File: config.mk
export PLATFORM = sky130hd
export DESIGN_NAME = ahb_cmd_ctrl
export DESIGN_NICKNAME = d
export VERILOG_FILES = /design/src/ahb_pkg.sv /design/src/sram_pkg.sv /design/src/ahb_cmd_ctrl.sv
export SDC_FILE = /design/constraint.sdc
export NUM_CORES = 1
export LEC_CHECK = 0
export BUFFER_PORTS_ARGS = -buffer_cell sky130_fd_sc_hd__buf_2
export CORE_MARGIN = 4
export CORE_UTILIZATION = 25
export DETAILED_ROUTE_END_ITERATION = 8
export PLACE_DENSITY = 0.77
export SYNTH_ARGS = -nofsm -noshare
export SYNTH_HDL_FRONTEND = slang
export SYNTH_SLANG_ARGS = --single-unit
File: constraint.sdc
create_clock -name HCLK -period 3.4 [get_ports HCLK]
set_input_delay 0.17 -clock HCLK [delete_from_list [all_inputs] [get_ports HCLK]]
set_output_delay 0.17 -clock HCLK [all_outputs]
set_load 0.05 [all_outputs]
File: src/ahb_pkg.sv
////////////////////////////////////////////////////////////
// AHB-Lite bus encodings, widths, slave state and the
// packed address-phase bundle
////////////////////////////////////////////////////////////
package ahb_pkg;

   // Bus widths
   localparam int AHB_AW = 32;
   localparam int AHB_DW = 32;

   // HTRANS codes
   typedef enum logic [1:0] {
      TRN_IDLE   = 2'b00,
      TRN_BUSY   = 2'b01,
      TRN_NONSEQ = 2'b10,
      TRN_SEQ    = 2'b11
   } htrans_e;

   // Only SINGLE, INCR, WRAP4 and INCR4 of the HBURST codes are served
   typedef enum logic [2:0] {
      BURST_SINGLE = 3'b000,
      BURST_INCR   = 3'b001,
      BURST_WRAP4  = 3'b010,
      BURST_INCR4  = 3'b011,
      BURST_WRAP8  = 3'b100,
      BURST_INCR8  = 3'b101,
      BURST_WRAP16 = 3'b110,
      BURST_INCR16 = 3'b111
   } hburst_e;

   // HSIZE codes up to one word
   typedef enum logic [2:0] {
      SIZE_BYTE = 3'b000,
      SIZE_HALF = 3'b001,
      SIZE_WORD = 3'b010
   } hsize_e;

   typedef enum logic {
      RESP_OKAY  = 1'b0,
      RESP_ERROR = 1'b1
   } hresp_e;

   // Kind of data phase in flight
   typedef enum logic [1:0] {
      ST_IDLE = 2'b00,
      ST_WR   = 2'b01,
      ST_RD   = 2'b10
   } ahb_state_e;

   // Address-phase fields as seen by the slave
   typedef struct packed {
      logic [AHB_AW-1:0] addr;
      htrans_e           trans;
      hburst_e           burst;
      hsize_e            size;
      logic              write;
      logic              sel;
      logic              ready_in;
   } ahb_ctrl_t;

endpackage

File: src/sram_pkg.sv
////////////////////////////////////////////////////////////
// SRAM geometry and the memory request bundle
////////////////////////////////////////////////////////////
package sram_pkg;
   import ahb_pkg::*;

   // 512 words of 32 bits make 2 KB of byte space
   localparam int MEM_DEPTH = 512;
   localparam int MEM_AW    = 9;
   localparam int BYTE_AW   = 11;
   localparam int LANES     = 4;

   // One access to the array per clock
   typedef struct packed {
      logic               wen;
      logic               ren;
      logic [BYTE_AW-1:0] addr;
      hsize_e             size;
      logic [AHB_DW-1:0]  wdata;
   } mem_req_t;

endpackage

File: src/ahb_cmd_ctrl.sv
////////////////////////////////////////////////////////////
// Transfer decode, slave FSM, HREADYOUT wait-state control
// and the write data-phase register
////////////////////////////////////////////////////////////
`timescale 1ns/1ps

module ahb_cmd_ctrl
   import ahb_pkg::*, sram_pkg::*;
(
   input  logic              HCLK,
   input  logic              aresetn,
   input  ahb_ctrl_t         bus,
   input  logic [AHB_DW-1:0] hwdata,
   output logic              hreadyout,
   output mem_req_t          wr_req,
   output logic              new_read
);

   logic               valid;
   logic               nonseq_rd;
   ahb_state_e         state;
   ahb_state_e         state_nxt;
   logic [BYTE_AW-1:0] wr_addr;
   hsize_e             wr_size;

   ////////////////////////////////////////////////////////////
   // Address-phase decode
   ////////////////////////////////////////////////////////////

   // Accepted NONSEQ or SEQ transfer
   assign valid = bus.sel & bus.ready_in & hreadyout &
                  ((bus.trans == TRN_NONSEQ) | (bus.trans == TRN_SEQ));

   // First beat of a read costs one wait state
   assign nonseq_rd = valid & ~bus.write & (bus.trans == TRN_NONSEQ);

   ////////////////////////////////////////////////////////////
   // Slave FSM
   ////////////////////////////////////////////////////////////

   // Next data phase follows the accepted address phase
   always_comb begin
      state_nxt = state;
      if (valid) begin
         if (bus.write) begin
            state_nxt = ST_WR;
         end else begin
            state_nxt = ST_RD;
         end
      end else if (hreadyout & bus.ready_in) begin
         // Data phase done with nothing new behind it
         state_nxt = ST_IDLE;
      end
   end

   always_ff @(posedge HCLK or negedge aresetn) begin
      if (!aresetn) begin
         state <= ST_IDLE;
      end else begin
         state <= state_nxt;
      end
   end

   // One-cycle pulse in the wait cycle of a new read
   always_ff @(posedge HCLK or negedge aresetn) begin
      if (!aresetn) begin
         new_read <= 1'b0;
      end else begin
         new_read <= nonseq_rd;
      end
   end

   // Array read latency is covered by this single wait state
   assign hreadyout = ~new_read;

   ////////////////////////////////////////////////////////////
   // Write data-phase register
   ////////////////////////////////////////////////////////////

   // Address and size held for the data phase
   always_ff @(posedge HCLK) begin
      if (valid & bus.write) begin
         wr_addr <= bus.addr[BYTE_AW-1:0];
         wr_size <= bus.size;
      end
   end

   // Write lands at the end of the data phase with live HWDATA
   always_comb begin
      wr_req.wen   = (state == ST_WR);
      // Later beats read on the fly once the wait cycle is over
      wr_req.ren   = (state == ST_RD) & hreadyout;
      wr_req.addr  = wr_addr;
      wr_req.size  = wr_size;
      wr_req.wdata = hwdata;
   end

endmodule

==> reports/summary.txt <==
I/O pins - 127
Core region area - 3130 µm²
Starting Density - 26.6%
GRT overflow - 0
Register share of total power - 61.5%
Total track usage - 8.09%
Yosys cell types - 11
Switch Pwr - 0.0000854 W
TritonCTS clock tree - done
Htree depth - 1
Syn_nets - 136
Drt pass-1 iters - 2
Die width - 65.6 µm
Peak VDD IR - 0.000119 V
Area share of the largest cell type after synthesis - 50.6%
RSZ-0062 raised after global routing - no
Leak - 0.392 nW
Slew HR - 77.4%
Post-Syn Area - 831 µm²
Iter 0 DRT Violations - 2
Cell Pwr Density - 434 nW/µm²
Antenna Cells - 0
Core Rows - 20
Number of max-cap violations - 0
CTS max path bufs - 2
Int Pwr - 0.000293 W
Reg-to-reg slack, setup - 2.08 ns
Share of cells above drive strength 1 - 67.1%
Largest net degree at the start of global routing - 15
Ys Warns - 0
CP Capture Type - output pin
Synth-to-Final Area Change - 4.97%
Tmin final - 1.41 ns
Sequential area share after synthesis - 59.6%
Worst hold slack - 0.0603 ns
Hold WC Path Type - in2reg
Root Buffer - clkbuf_4
Syn Inst Count - 59
CP Max Fanout - 4
Worst slew pin tran - 0.339 ns
Die Height - 65.6 µm
EDFF count, synth - 14
#FFs+latches synth - 17
Final Net Count - 148
Worst-path clk slew - 0.09 ns
Post-synth ARST share - 17.6%
Syn Area/Cell - 14.1 µm²
DR WL/cell - 14.3 µm
Synth area leaders - edfxtp_1, buf_4, dfrtp_1
Total negative slack - 0 ns
Yosys top cell by area - edfxtp_1
Vias in the first global route - 491
Switching share of power - 22.6%
Drt via density - 3.75
Die ar. - 4310 µm²
First-pass GRT wire length - 2.40 mm
Final Setup Violations - 0
Post_cts resized - 0
Skew-Pair Late Insertion Delay - 0.28 ns
Most frequent cell after synthesis - buf_4
Upper clock frequency limit - 707 MHz
Routed WL - 1.63 mm
Final Hold Fails - 0
Req. time, crit path - 3.23 ns
Final critical-path share of the clock period - 41.6%
Clock sinks - 17
Combinational Power Share - 11.4%
Layout Skew - 0.000976 ns
Type of the worst setup path - reg2out
DRT antenna net count - 0
Initial antenna violation count - 0
Post-synth top flop - edfxtp_1
Via count - 427
Final slew viol count - 0
Status - finished, final reports clean
Crit path arrival time - 1.24 ns
Residual DRC - 0
Startpoint types - register
Setup Buffers After CTS - 0
Synth cell count leaders - buf_4, edfxtp_1, dfrtp_1
Final GP Congestion - 0.619
Clk pwr share - 27.2%
Port Buf Inserts - 38
TritonCTS buffer count - 3
-- critical path, cell delays in order (launching register included) --
cell	delay, ns
dfrtp_1	0.44
nor3b_1	0.23
buf_2	0.30
-- stage by stage --
stage / setup slack, ns / utilization (%) / area, µm² / total power (W) / cells
6_report: 1.99 / 27.9 / 872 / 0.000379 / 114
5_1_grt: 1.89 / 27.9 / 872 / 0.000403 / 114
4_1_cts: 1.95 / 27.9 / 872 / 0.000387 / 114
3_5_place_dp: 2.08 / 26.7 / 836 / 0.000280 / 109
3_3_place_gp: 2.13 / 26.7 / 836 / 0.000278 / 109
2_1_floorplan: 1.40 / - / 831 / 0.000364 / 59
-- cells in the final DEF, fill, tap and decap left out --
master / n
clkbuf_4: 3
inv_1: 1
nor2b_4: 1
buf_2: 38
clkbuf_1: 1
nor3b_1: 1
edfxtp_1: 14
nor2b_1: 1
mux2_4: 2
and3_1: 1
and2_2: 1
and3b_2: 2
dfrtp_1: 3
dlygate4sd3_1: 1
-- power groups by stage --
stage	sequential, W	clock, W	combinational [W]
after CTS	0.000233	0.000110	0.0000436
after floorplan	0.000248	0	0.000116
after global placement	0.000237	0	0.0000413
after global routing	0.000234	0.000123	0.0000458
after detailed placement	0.000238	0	0.0000427
final	0.000233	0.000103	0.0000430
-- worst paths after layout --
path | from | to | cells past startpoint
setup reg to reg | new_read$_DFF_PN0_ | wr_addr[0]$_DFFE_PP_ | 2
min in group asynchronous | aresetn | state[1]$_DFFE_PN0P_ | 2
hold / removal | bus[11] | wr_addr[0]$_DFFE_PP_ | 1
hold reg to reg | state[0]$_DFFE_PN0P_ | state[0]$_DFFE_PN0P_ | 1
setup / recovery | new_read$_DFF_PN0_ | wr_req[46] | 2
max in group asynchronous | aresetn | state[0]$_DFFE_PN0P_ | 2
-- registers in the layout, indices dropped and copies added (netlist names) --
name      flops
new_read      1
state         2
wr_addr      11
wr_size       3
-- area by class of cell --
class                   instances  area (µm²)
clock buffers                   4        26.3
multi-input cells               9        91.3
flip-flops and latches         17         495
fillers                       329        2260
repair buffers                 39         200
inverters                       1        3.75
well taps                      44        55.1
-- cell families (layout without fill, tap and decap cells) --
logic type / after synthesis / in the layout / share of synthesized area [%]
buf+inv: 33 / 44 / 29.4
flops: 17 / 17 / 59.6
simple gates: 7 / 7 / 7.38
mux: 2 / 2 / 3.61
-- timing repair --
item / 4_1_cts / 5_1_grt
hold endpoints to repair: 3 / 0
hold buffers: 1 / 0
endpoints found under the setup margin: 0 / 0
-- per-layer routing --
metal / wire [µm] / track usage (%)
met1: 396 / 5.74
met2: 848 / 12.9
met3: 202 / 3.42
met4: 184 / 12.4
met5: 0 / 0
No activity file was read; power rests on OpenSTA's default activity.
