--- config.mk ---
export PLATFORM = sky130hd
export DESIGN_NAME = burst_addr_gen
export DESIGN_NICKNAME = d
export VERILOG_FILES = /design/src/ahb_pkg.sv /design/src/sram_pkg.sv /design/src/burst_addr_gen.sv
export SDC_FILE = /design/constraint.sdc
export NUM_CORES = 1
export LEC_CHECK = 0
export ABC_AREA = 1
export BUFFER_PORTS_ARGS = -buffer_cell sky130_fd_sc_hd__buf_2
export CORE_MARGIN = 2
export CORE_UTILIZATION = 48
export CTS_BUF_LIST = sky130_fd_sc_hd__clkbuf_4 sky130_fd_sc_hd__clkbuf_8
export DETAILED_ROUTE_END_ITERATION = 16
export PLACE_DENSITY = 0.82
export SYNTH_ARGS = -nofsm -noshare
export SYNTH_HDL_FRONTEND = slang
export SYNTH_SLANG_ARGS = --single-unit
--- constraint.sdc ---
create_clock -name HCLK -period 2.45 [get_ports HCLK]
set_input_delay 0.245 -clock HCLK [delete_from_list [all_inputs] [get_ports HCLK]]
set_output_delay 0.245 -clock HCLK [all_outputs]
set_load 0.01 [all_outputs]
--- src/ahb_pkg.sv ---
////////////////////////////////////////////////////////////
// AHB-Lite bus encodings, widths, slave state and the
// packed address-phase bundle
////////////////////////////////////////////////////////////
package ahb_pkg;

   // Bus widths
   localparam int AHB_AW = 32;
   localparam int AHB_DW = 32;

   // HTRANS codes
   typedef enum logic [1:0] {
      TRN_IDLE   = 2'b00,
      TRN_BUSY   = 2'b01,
      TRN_NONSEQ = 2'b10,
      TRN_SEQ    = 2'b11
   } htrans_e;

   // Only SINGLE, INCR, WRAP4 and INCR4 of the HBURST codes are served
   typedef enum logic [2:0] {
      BURST_SINGLE = 3'b000,
      BURST_INCR   = 3'b001,
      BURST_WRAP4  = 3'b010,
      BURST_INCR4  = 3'b011,
      BURST_WRAP8  = 3'b100,
      BURST_INCR8  = 3'b101,
      BURST_WRAP16 = 3'b110,
      BURST_INCR16 = 3'b111
   } hburst_e;

   // HSIZE codes up to one word
   typedef enum logic [2:0] {
      SIZE_BYTE = 3'b000,
      SIZE_HALF = 3'b001,
      SIZE_WORD = 3'b010
   } hsize_e;

   typedef enum logic {
      RESP_OKAY  = 1'b0,
      RESP_ERROR = 1'b1
   } hresp_e;

   // Kind of data phase in flight
   typedef enum logic [1:0] {
      ST_IDLE = 2'b00,
      ST_WR   = 2'b01,
      ST_RD   = 2'b10
   } ahb_state_e;

   // Address-phase fields as seen by the slave
   typedef struct packed {
      logic [AHB_AW-1:0] addr;
      htrans_e           trans;
      hburst_e           burst;
      hsize_e            size;
      logic              write;
      logic              sel;
      logic              ready_in;
   } ahb_ctrl_t;

endpackage

--- src/sram_pkg.sv ---
////////////////////////////////////////////////////////////
// SRAM geometry and the memory request bundle
////////////////////////////////////////////////////////////
package sram_pkg;
   import ahb_pkg::*;

   // 512 words of 32 bits make 2 KB of byte space
   localparam int MEM_DEPTH = 512;
   localparam int MEM_AW    = 9;
   localparam int BYTE_AW   = 11;
   localparam int LANES     = 4;

   // One access to the array per clock
   typedef struct packed {
      logic               wen;
      logic               ren;
      logic [BYTE_AW-1:0] addr;
      hsize_e             size;
      logic [AHB_DW-1:0]  wdata;
   } mem_req_t;

endpackage

--- src/burst_addr_gen.sv ---
////////////////////////////////////////////////////////////
// Read address generator running ahead of the bus,
// incrementing and wrapping bursts
////////////////////////////////////////////////////////////
`timescale 1ns/1ps

module burst_addr_gen
   import ahb_pkg::*, sram_pkg::*;
(
   input  logic               HCLK,
   input  logic               aresetn,
   input  ahb_ctrl_t          bus,
   input  logic               hreadyout,
   output logic [BYTE_AW-1:0] rd_addr
);

   logic               accept;
   logic               load;
   logic               step_en;
   logic [BYTE_AW-1:0] size_step;
   logic [BYTE_AW-1:0] size_mask;
   logic [BYTE_AW-1:0] addr_q;
   logic [BYTE_AW-1:0] addr_nxt;
   logic [BYTE_AW-1:0] step_q;
   logic [BYTE_AW-1:0] mask_q;
   logic               wrap_q;

   // Accepted read transfer
   assign accept  = bus.sel & bus.ready_in & hreadyout & ~bus.write;
   assign load    = accept & (bus.trans == TRN_NONSEQ);
   assign step_en = accept & (bus.trans == TRN_SEQ);

   // Step and 4-beat window mask per size
   // mask covers the beat-select bits inside the window
   always_comb begin
      case (bus.size)
         SIZE_BYTE: begin
            size_step = BYTE_AW'(1);
            size_mask = BYTE_AW'(3);
         end
         SIZE_HALF: begin
            size_step = BYTE_AW'(2);
            size_mask = BYTE_AW'(6);
         end
         default: begin
            size_step = BYTE_AW'(4);
            size_mask = BYTE_AW'(12);
         end
      endcase
   end

   // Top of a WRAP4 window folds back to its base
   always_comb begin
      if (wrap_q && ((addr_q & mask_q) == mask_q)) begin
         addr_nxt = addr_q & ~mask_q;
      end else begin
         addr_nxt = addr_q + step_q;
      end
   end

   always_ff @(posedge HCLK or negedge aresetn) begin
      if (!aresetn) begin
         addr_q <= '0;
         step_q <= '0;
         mask_q <= '0;
         wrap_q <= 1'b0;
      end else if (load) begin
         addr_q <= bus.addr[BYTE_AW-1:0];
         step_q <= size_step;
         mask_q <= size_mask;
         wrap_q <= (bus.burst == BURST_WRAP4);
      end else if (step_en) begin
         addr_q <= addr_nxt;
      end
   end

   // Next beat address goes out in the SEQ address phase itself,
   // so the array has it in time for a zero-wait data phase
   assign rd_addr = step_en ? addr_nxt : addr_q;

endmodule

==> results of run 1 <==
-- worst max-delay path, delay by kind of cell (launching register included) --
kind / cells / cell delay, ps
simple gates: 7 / 690
fa+ha+maj: 2 / 530
flops: 1 / 380
buf+inv: 3 / 240
-- timing repair --
| action | CTS | global route |
|---|---|---|
| hold buffers | 1 | 0 |
| endpoints found under the setup margin | 0 | 4 |
| hold endpoints to repair | 17 | 0 |
| setup buffers | 0 | 4 |
| resized for setup | 0 | 8 |
-- state kept, by name, indices dropped and copies added, names as in the netlist --
register,count
addr_q,11
wrap_q,1
mask_q,4
step_q,1
-- logic make-up (layout without fill, tap and decap cells) --
| group | Yosys count | count (layout) |
|---|---|---|
| flip-flops | 17 | 17 |
| XOR/XNOR | 1 | 1 |
| AO/OA/AOI/OAI | 11 | 11 |
| AND/OR/NAND/NOR | 108 | 108 |
| adder cells (fa/ha/maj) | 5 | 5 |
| buffers and inverters | 29 | 71 |
-- worst max-delay path by stage --
| stage | from | endpoint |
|---|---|---|
| final | addr_q[0]$_DFF_PN0_ | rd_addr[10] |
| after detailed placement | mask_q[0]$_DFFE_PN0P_ | rd_addr[10] |
| after floorplan | addr_q[0]$_DFF_PN0_ | rd_addr[10] |
| after global routing | addr_q[0]$_DFF_PN0_ | rd_addr[10] |
| after CTS | mask_q[0]$_DFFE_PN0P_ | rd_addr[10] |
| after global placement | mask_q[0]$_DFFE_PN0P_ | rd_addr[10] |
-- layout by cell type, fill, tap and decap left out, types with 4 or more instances in the layout --
master / instances
sky130_fd_sc_hd__buf_4: 5
sky130_fd_sc_hd__buf_2: 35
sky130_fd_sc_hd__clkbuf_4: 4
sky130_fd_sc_hd__nor2_1: 8
sky130_fd_sc_hd__inv_2: 8
sky130_fd_sc_hd__dfrtp_1: 17
sky130_fd_sc_hd__inv_1: 17
sky130_fd_sc_hd__nand4_1: 5
sky130_fd_sc_hd__nand3_1: 13
sky130_fd_sc_hd__nand2_1: 60
sky130_fd_sc_hd__nand2_2: 5
-- power by group --
part	internal, W	switching (W)
registers	0.000355	0.0000570
logic	0.000222	0.000342
clock network	0.0000748	0.0000953
-- stage by stage --
stage | setup TNS (ps) | worst slack [ps] | instance area (um^2) | hold slack, ps | util
after floorplan | 0 | 573 | 1240 | -50.6 | -
after global placement | 0 | 368 | 1440 | 190 | 0.580
after detailed placement | 0 | 354 | 1440 | 191 | 0.580
after CTS | 0 | 4.97 | 1480 | 130 | 0.596
after global routing | -70.5 | -45.5 | 1520 | 126 | 0.615
final | 0 | 67.2 | 1520 | 126 | 0.615
-- routing by layer --
metal  global-route usage  vias to the layer above  wire, um
li1                     -                      611         -
met1                0.252                      526      1160
met3               0.0215                        7        89
met5                    0                        -         0
met2                0.329                       26      1320
met4                0.110                        0        82
-- final cells by class --
type / count / area, um^2 / area share
tap: 30 / 37.5 / 0.0247
multi-input combinational: 125 / 707 / 0.464
clock buffer: 4 / 30.0 / 0.0197
inverter: 26 / 100 / 0.0657
sequential: 17 / 425 / 0.279
timing repair buffer: 41 / 223 / 0.146
==> run_results.csv, run 1 <==
group,metric,value,unit
sta,report.final.hold_viol_count,0,
cells_and_area,syn_to_final_growth,22.4,%
worst_setup_path,crit_path_max_fanout,7,
worst_setup_path,critical_path_required_time,2200,ps
floorplan,die_height,54.9,um
pwr,power.ir.vdd_worst,0.421,mV
floorplan,die_area,3010,um^2
cells_and_area,nFillCells,245,
cts,cts.htree.levels,1,
synthesis,synth_mux_area_frac,0,
sta,report.final.slew_viol_count,0,
drt,postRouteAntennaNets,0,
worst_setup_path,worst-r2r-setup-slack,560,ps
synthesis,post_synth_num_cell_types,28,
floorplan,top_level_ports,57,
cts,worstSkewPairLatency,310,ps
cells_and_area,post_route_cells_drive_above_1_share,0.347,
global_routing,antenna_violations_before_repair,0,
placement,place.gp.congestion,0.805,
cts,cts_num_sinks,17,
worst_hold_path,hp-start,"bus[20]",
synthesis,synth_top_family_by_area,"simple AND/OR/NAND/NOR gates",
worst_setup_path,slowest_delay,380,ps
pwr,total_leakage_power,0.876,nW
synthesis,fraction_of_synthesized_cell_area_in_xor_and_xnor_cells,0.0131,
synthesis,synth_seq_area_share,0.342,
synthesis,mappedNetlistArea,1240,um^2
synthesis,postSynth.topFlopCell,"sky130_fd_sc_hd__dfrtp_1",
synthesis,netlist_top_cells_area,"sky130_fd_sc_hd__dfrtp_1 (34%), sky130_fd_sc_hd__nand2_1 (19%), sky130_fd_sc_hd__inv_1 (5.7%)",
synthesis,synth-async-reset-ratio,1.00,
synthesis,synth_most_common_cell,"sky130_fd_sc_hd__nand2_1",
pwr,power_per_cell_area,753,nW/um^2
cts,numCtsBuffers,3,
worst_setup_path,crit_path_start_kind,"flop",
synthesis,synth_largest_area_cell,"sky130_fd_sc_hd__dfrtp_1",
sta,fmax,0.420,GHz
worst_setup_path,rr_endpoint,"addr_q[10]$_DFF_PN0_",
worst_setup_path,worst-endpoint-arrival,2140,ps
worst_setup_path,slowest_stage,"sky130_fd_sc_hd__dfrtp_1",
worst_setup_path,beginning_of_the_worst_register_to_register_path,"addr_q[0]$_DFF_PN0_",
run,max-cap-violations,0,
worst_setup_path,reg2regPathDepth,12,
drt,drc_violations_left,0,
synthesis,synth.net_count,222,
cts,clock_tree.buffer_depth,2,
placement,placed_cells_incl_taps,234,
floorplan,num_rows,18,
synthesis,synth_warnings,0,
floorplan,coreArea,2480,um^2
placement,io_port_bufs,35,
global_routing,global_route_wire_length_before_repair,4230,um
cts,clkTransAtPathRegs,100,ps
synthesis,synth-compound-area-share,0.0543,
global_routing,grtUsageTotal,0.198,
run_status,status,"finished clean",
cells_and_area,final-instance-count-excl-fill,243,
worst_setup_path,crit_path_frequent_cell,"sky130_fd_sc_hd__nand2_2",
cells_and_area,finish.net_count,265,
drt,vias_per_cell,4.81,
sta,timing.final.setup_violations,0,
cts,cts_tree,"built",
cts,root_buffer,"sky130_fd_sc_hd__clkbuf_4",
global_routing,globalRouteOverflowTotal,0,
worst_setup_path,critical_path.cell_chain,"ha_2 -> inv_2 -> fa_2 -> inv_2 -> nand2_2 -> nand2_2 -> nand2_2 -> nor2_8 -> nand3_1 -> nand2_1 -> and2_1 -> buf_2",
worst_hold_path,timing.hold.worst_endpoint,"addr_q[9]$_DFF_PN0_",
sta,finalCriticalPeriod,2380,ps
sta,clock-skew-final,4.10,ps
drt,wire_per_inst,10.9,um
worst_setup_path,cp-end-kind,"output pin",
placement,place_hpwl,1810,um
cells_and_area,num_antenna_cells,0,
drt,detail_route.first_pass.iterations,4,
synthesis,synth_simple_gate_area_frac,0.433,
sta,final_min_period_over_clock_period,0.973,
worst_hold_path,holdCritPathClass,"in2reg",
pwr,total_power,0.00115,W
drt,detail_route.iter0.violations,18,
synthesis,post_synth_inst_count,171,
synthesis,yosys_register_bits,17,
floorplan,initial_core_util,0.502,
worst_setup_path,worst-setup-path-type,"reg2out",
synthesis,synth.top_cell.area_share,0.342,
synthesis,netlist_top_cells_count,"sky130_fd_sc_hd__nand2_1 (63), sky130_fd_sc_hd__inv_1 (19), sky130_fd_sc_hd__dfrtp_1 (17), sky130_fd_sc_hd__nand3_1 (13), sky130_fd_sc_hd__nor2_1 (9)",
floorplan,die_w,54.9,um
worst_hold_path,timing.hold.worst_path_depth,3,
synthesis,post_synth.cell_area_avg,7.27,um^2
global_routing,pin_count_of_the_biggest_net_entering_global_routing,21,
global_routing,vias_in_the_first_global_route,1034,
synthesis,synth_edf_count,0,
sta,relSlewSlack,0.739,
sta,timing_worst_slew_pin_value,392,ps
drt,wl,2650,um
synthesis,synth_fa_ha_area_frac,0.0563,
drt,vias,1170,
Power figures use the tool's default switching activity.
==> run 2: changes to the inputs <==
--- a/config.mk
+++ b/config.mk
@@ -8,10 +8,10 @@
 export ABC_AREA = 1
 export BUFFER_PORTS_ARGS = -buffer_cell sky130_fd_sc_hd__buf_2
 export CORE_MARGIN = 2
-export CORE_UTILIZATION = 48
+export CORE_UTILIZATION = 52
 export CTS_BUF_LIST = sky130_fd_sc_hd__clkbuf_4 sky130_fd_sc_hd__clkbuf_8
 export DETAILED_ROUTE_END_ITERATION = 16
-export PLACE_DENSITY = 0.82
+export PLACE_DENSITY = 0.88
 export SYNTH_ARGS = -nofsm -noshare
 export SYNTH_HDL_FRONTEND = slang
 export SYNTH_SLANG_ARGS = --single-unit
==> constraint.sdc (replaced) <==
create_clock -name HCLK -period 3 [get_ports HCLK]
set_input_delay 0.3 -clock HCLK [delete_from_list [all_inputs] [get_ports HCLK]]
set_output_delay 0.3 -clock HCLK [all_outputs]
set_load 0.01 [all_outputs]
==> run 2 against run 1 <==
Net effect: sequential cell count is the same; largest cell class unchanged; sequential share of layout area grew 0.90 points; worst hold slack gained 77 ps; non-clock buffer count shrank 4; critical endpoint unchanged; critical path depth shrank 1; clock power shrank 21%; global-route usage grew 0.68 points; sequential power shrank 18%; die area shrank 7.1%; cell area shrank 3.1%; largest power group unchanged; cell count shrank 2.5%; register-to-register slack gained 490 ps.
==> run_results.csv, run 2 (synthesized netlist as in run 1, its figures left out) <==
group,metric,value,unit
worst_setup_path,crit_path_start_kind,"flop",
global_routing,met1_usage,0.269,
global_routing,vias_in_the_first_global_route,1040,
worst_setup_path,cp-end-kind,"output pin",
sta,relSlewSlack,0.514,
global_routing,pin_count_of_the_biggest_net_entering_global_routing,18,
sta,fmax,0.397,GHz
cts,postCtsResizedCells,0,
worst_setup_path,reg2regPathDepth,12,
floorplan,die_w,52.9,um
run,max-cap-violations,0,
global_routing,global_route.usage.met3,0.0254,
floorplan,top_level_ports,57,
sta,clock-skew-final,7.78,ps
global_routing,antenna_violations_before_repair,0,
worst_setup_path,critical_path_required_time,2700,ps
worst_hold_path,timing.hold.worst_path_depth,3,
placement,preCtsSetupSlack,817,ps
cells_and_area,syn_to_final_growth,18.6,%
drt,detail_route.first_pass.iterations,4,
cts,postCtsSetupRepairBufs,0,
cells_and_area,num_antenna_cells,0,
sta,report.final.slew_viol_count,0,
cts,cts_tree,"built",
pwr,power.ir.vdd_worst,0.375,mV
drt,wl,2460,um
run_status,status,"finished clean",
drt,detail_route.iter0.violations,15,
sta,final_min_period_over_clock_period,0.840,
placement,place_hpwl,1940,um
sta,timing.final.setup_violations,0,
cells_and_area,largest_register_ffs,11,
worst_setup_path,crit_path_max_fanout,7,
placement,place.gp.congestion,0.821,
global_routing,grtUsageTotal,0.205,
cells_and_area,finish.net_count,261,
cts,clkTransAtPathRegs,110,ps
placement,io_port_bufs,35,
cts,cts_num_sinks,17,
drt,vias,1121,
drt,drc_violations_left,0,
floorplan,initial_core_util,0.557,
cells_and_area,most-common-layout-cells,"sky130_fd_sc_hd__nand2_1 (63), sky130_fd_sc_hd__buf_2 (35), sky130_fd_sc_hd__inv_1 (19)",
floorplan,num_rows,17,
cells_and_area,post_route_cells_drive_above_1_share,0.297,
worst_setup_path,worst-setup-path-type,"reg2out",
sta,finalCriticalPeriod,2520,ps
drt,vias_per_cell,4.73,
cts,worstSkewPairLatency,290,ps
pwr,total_leakage_power,0.860,nW
sta,rsz0062_at_grt,"no",
global_routing,grt_util_met2,0.344,
floorplan,die_height,52.9,um
global_routing,global_route.peak_usage_layer,"met2",
floorplan,coreArea,2230,um^2
global_routing,global_route_wire_length_before_repair,4240,um
sta,timing_worst_slew_pin_value,727,ps
cells_and_area,final_common_cell,"sky130_fd_sc_hd__nand2_1",
global_routing,globalRouteOverflowTotal,0,
cts,cts.htree.levels,1,
sta,setup_tns,0,ps
cells_and_area,register_containing_the_most_flip_flops_in_the_final_layout,"addr_q",
cts,clock_tree.buffer_depth,2,
worst_hold_path,holdCritPathClass,"in2reg",
sta,post-route-worst-setup-slack,481,ps
cts,root_buffer,"sky130_fd_sc_hd__clkbuf_4",
pwr,power_per_cell_area,611,nW/um^2
drt,wire_per_inst,10.4,um
cts,numCtsBuffers,3,
cells_and_area,layout_top_registers,"addr_q (11), mask_q (4)",
drt,postRouteAntennaNets,0,
worst_setup_path,worst-endpoint-arrival,2220,ps
floorplan,die_area,2800,um^2
sta,report.final.hold_viol_count,0,
-- run 2: metal layers --
layer,wire length [um],vias to the layer above
met5,0,-
met4,27,0
met3,104,2
met2,1120,27
met1,1210,487
li1,-,605
-- run 2: critical path, stage by stage, from the launching register on --
cell	delay, ps
sky130_fd_sc_hd__dfrtp_1	400
sky130_fd_sc_hd__ha_1	160
sky130_fd_sc_hd__inv_1	60
sky130_fd_sc_hd__fa_1	370
sky130_fd_sc_hd__inv_1	70
sky130_fd_sc_hd__nand2_1	60
sky130_fd_sc_hd__nand2_1	70
sky130_fd_sc_hd__nand2_1	120
sky130_fd_sc_hd__nor2_8	190
sky130_fd_sc_hd__nand4_1	120
sky130_fd_sc_hd__and2_1	170
sky130_fd_sc_hd__buf_2	130
-- run 2: timing repair --
action	4_1_cts	5_1_grt
endpoints found under the setup margin	0	0
hold buffers	1	0
endpoints found under the hold margin	17	0
-- run 2: power by group --
group | internal [W] | switching [W] | total (W)
Sequential | 0.000290 | 0.0000464 | 0.000336
Clock | 0.0000606 | 0.0000739 | 0.000134
Combinational | 0.000165 | 0.000265 | 0.000430
Total | 0.000516 | 0.000385 | 0.000901
-- run 2: cell type report --
| class | instances | area, um^2 |
|---|---|---|
| multi-input combinational | 125 | 692 |
| tap | 28 | 35.0 |
| timing repair buffer | 37 | 193 |
| fill | 209 | 758 |
| inverter | 26 | 100 |
| sequential | 17 | 425 |
| clock buffer | 4 | 30.0 |
-- run 2: final timing paths --
path | start | endpoint | slack [ps]
max | mask_q[0]$_DFFE_PN0P_ | rd_addr[10] | 480
min | bus[11] | addr_q[0]$_DFF_PN0_ | 200
max reg2reg | mask_q[0]$_DFFE_PN0P_ | addr_q[4]$_DFF_PN0_ | 1050
min reg2reg | mask_q[2]$_DFFE_PN0P_ | mask_q[2]$_DFFE_PN0P_ | 540
max in group asynchronous | aresetn | addr_q[3]$_DFF_PN0_ | 2260
min in group asynchronous | aresetn | mask_q[0]$_DFFE_PN0P_ | 450
-- run 2: per-stage QoR --
step           utilization  total power [W]  std cells  area, um^2  hold slack, ps
6_report             0.661         0.000901        237        1480             203
5_1_grt              0.661         0.000982        237        1480             193
4_1_cts              0.661         0.000906        237        1480             204
3_5_place_dp         0.643         0.000773        232        1440             247
3_3_place_gp         0.643         0.000758        232        1440             251
2_1_floorplan            -         0.000652        171        1240            4.41
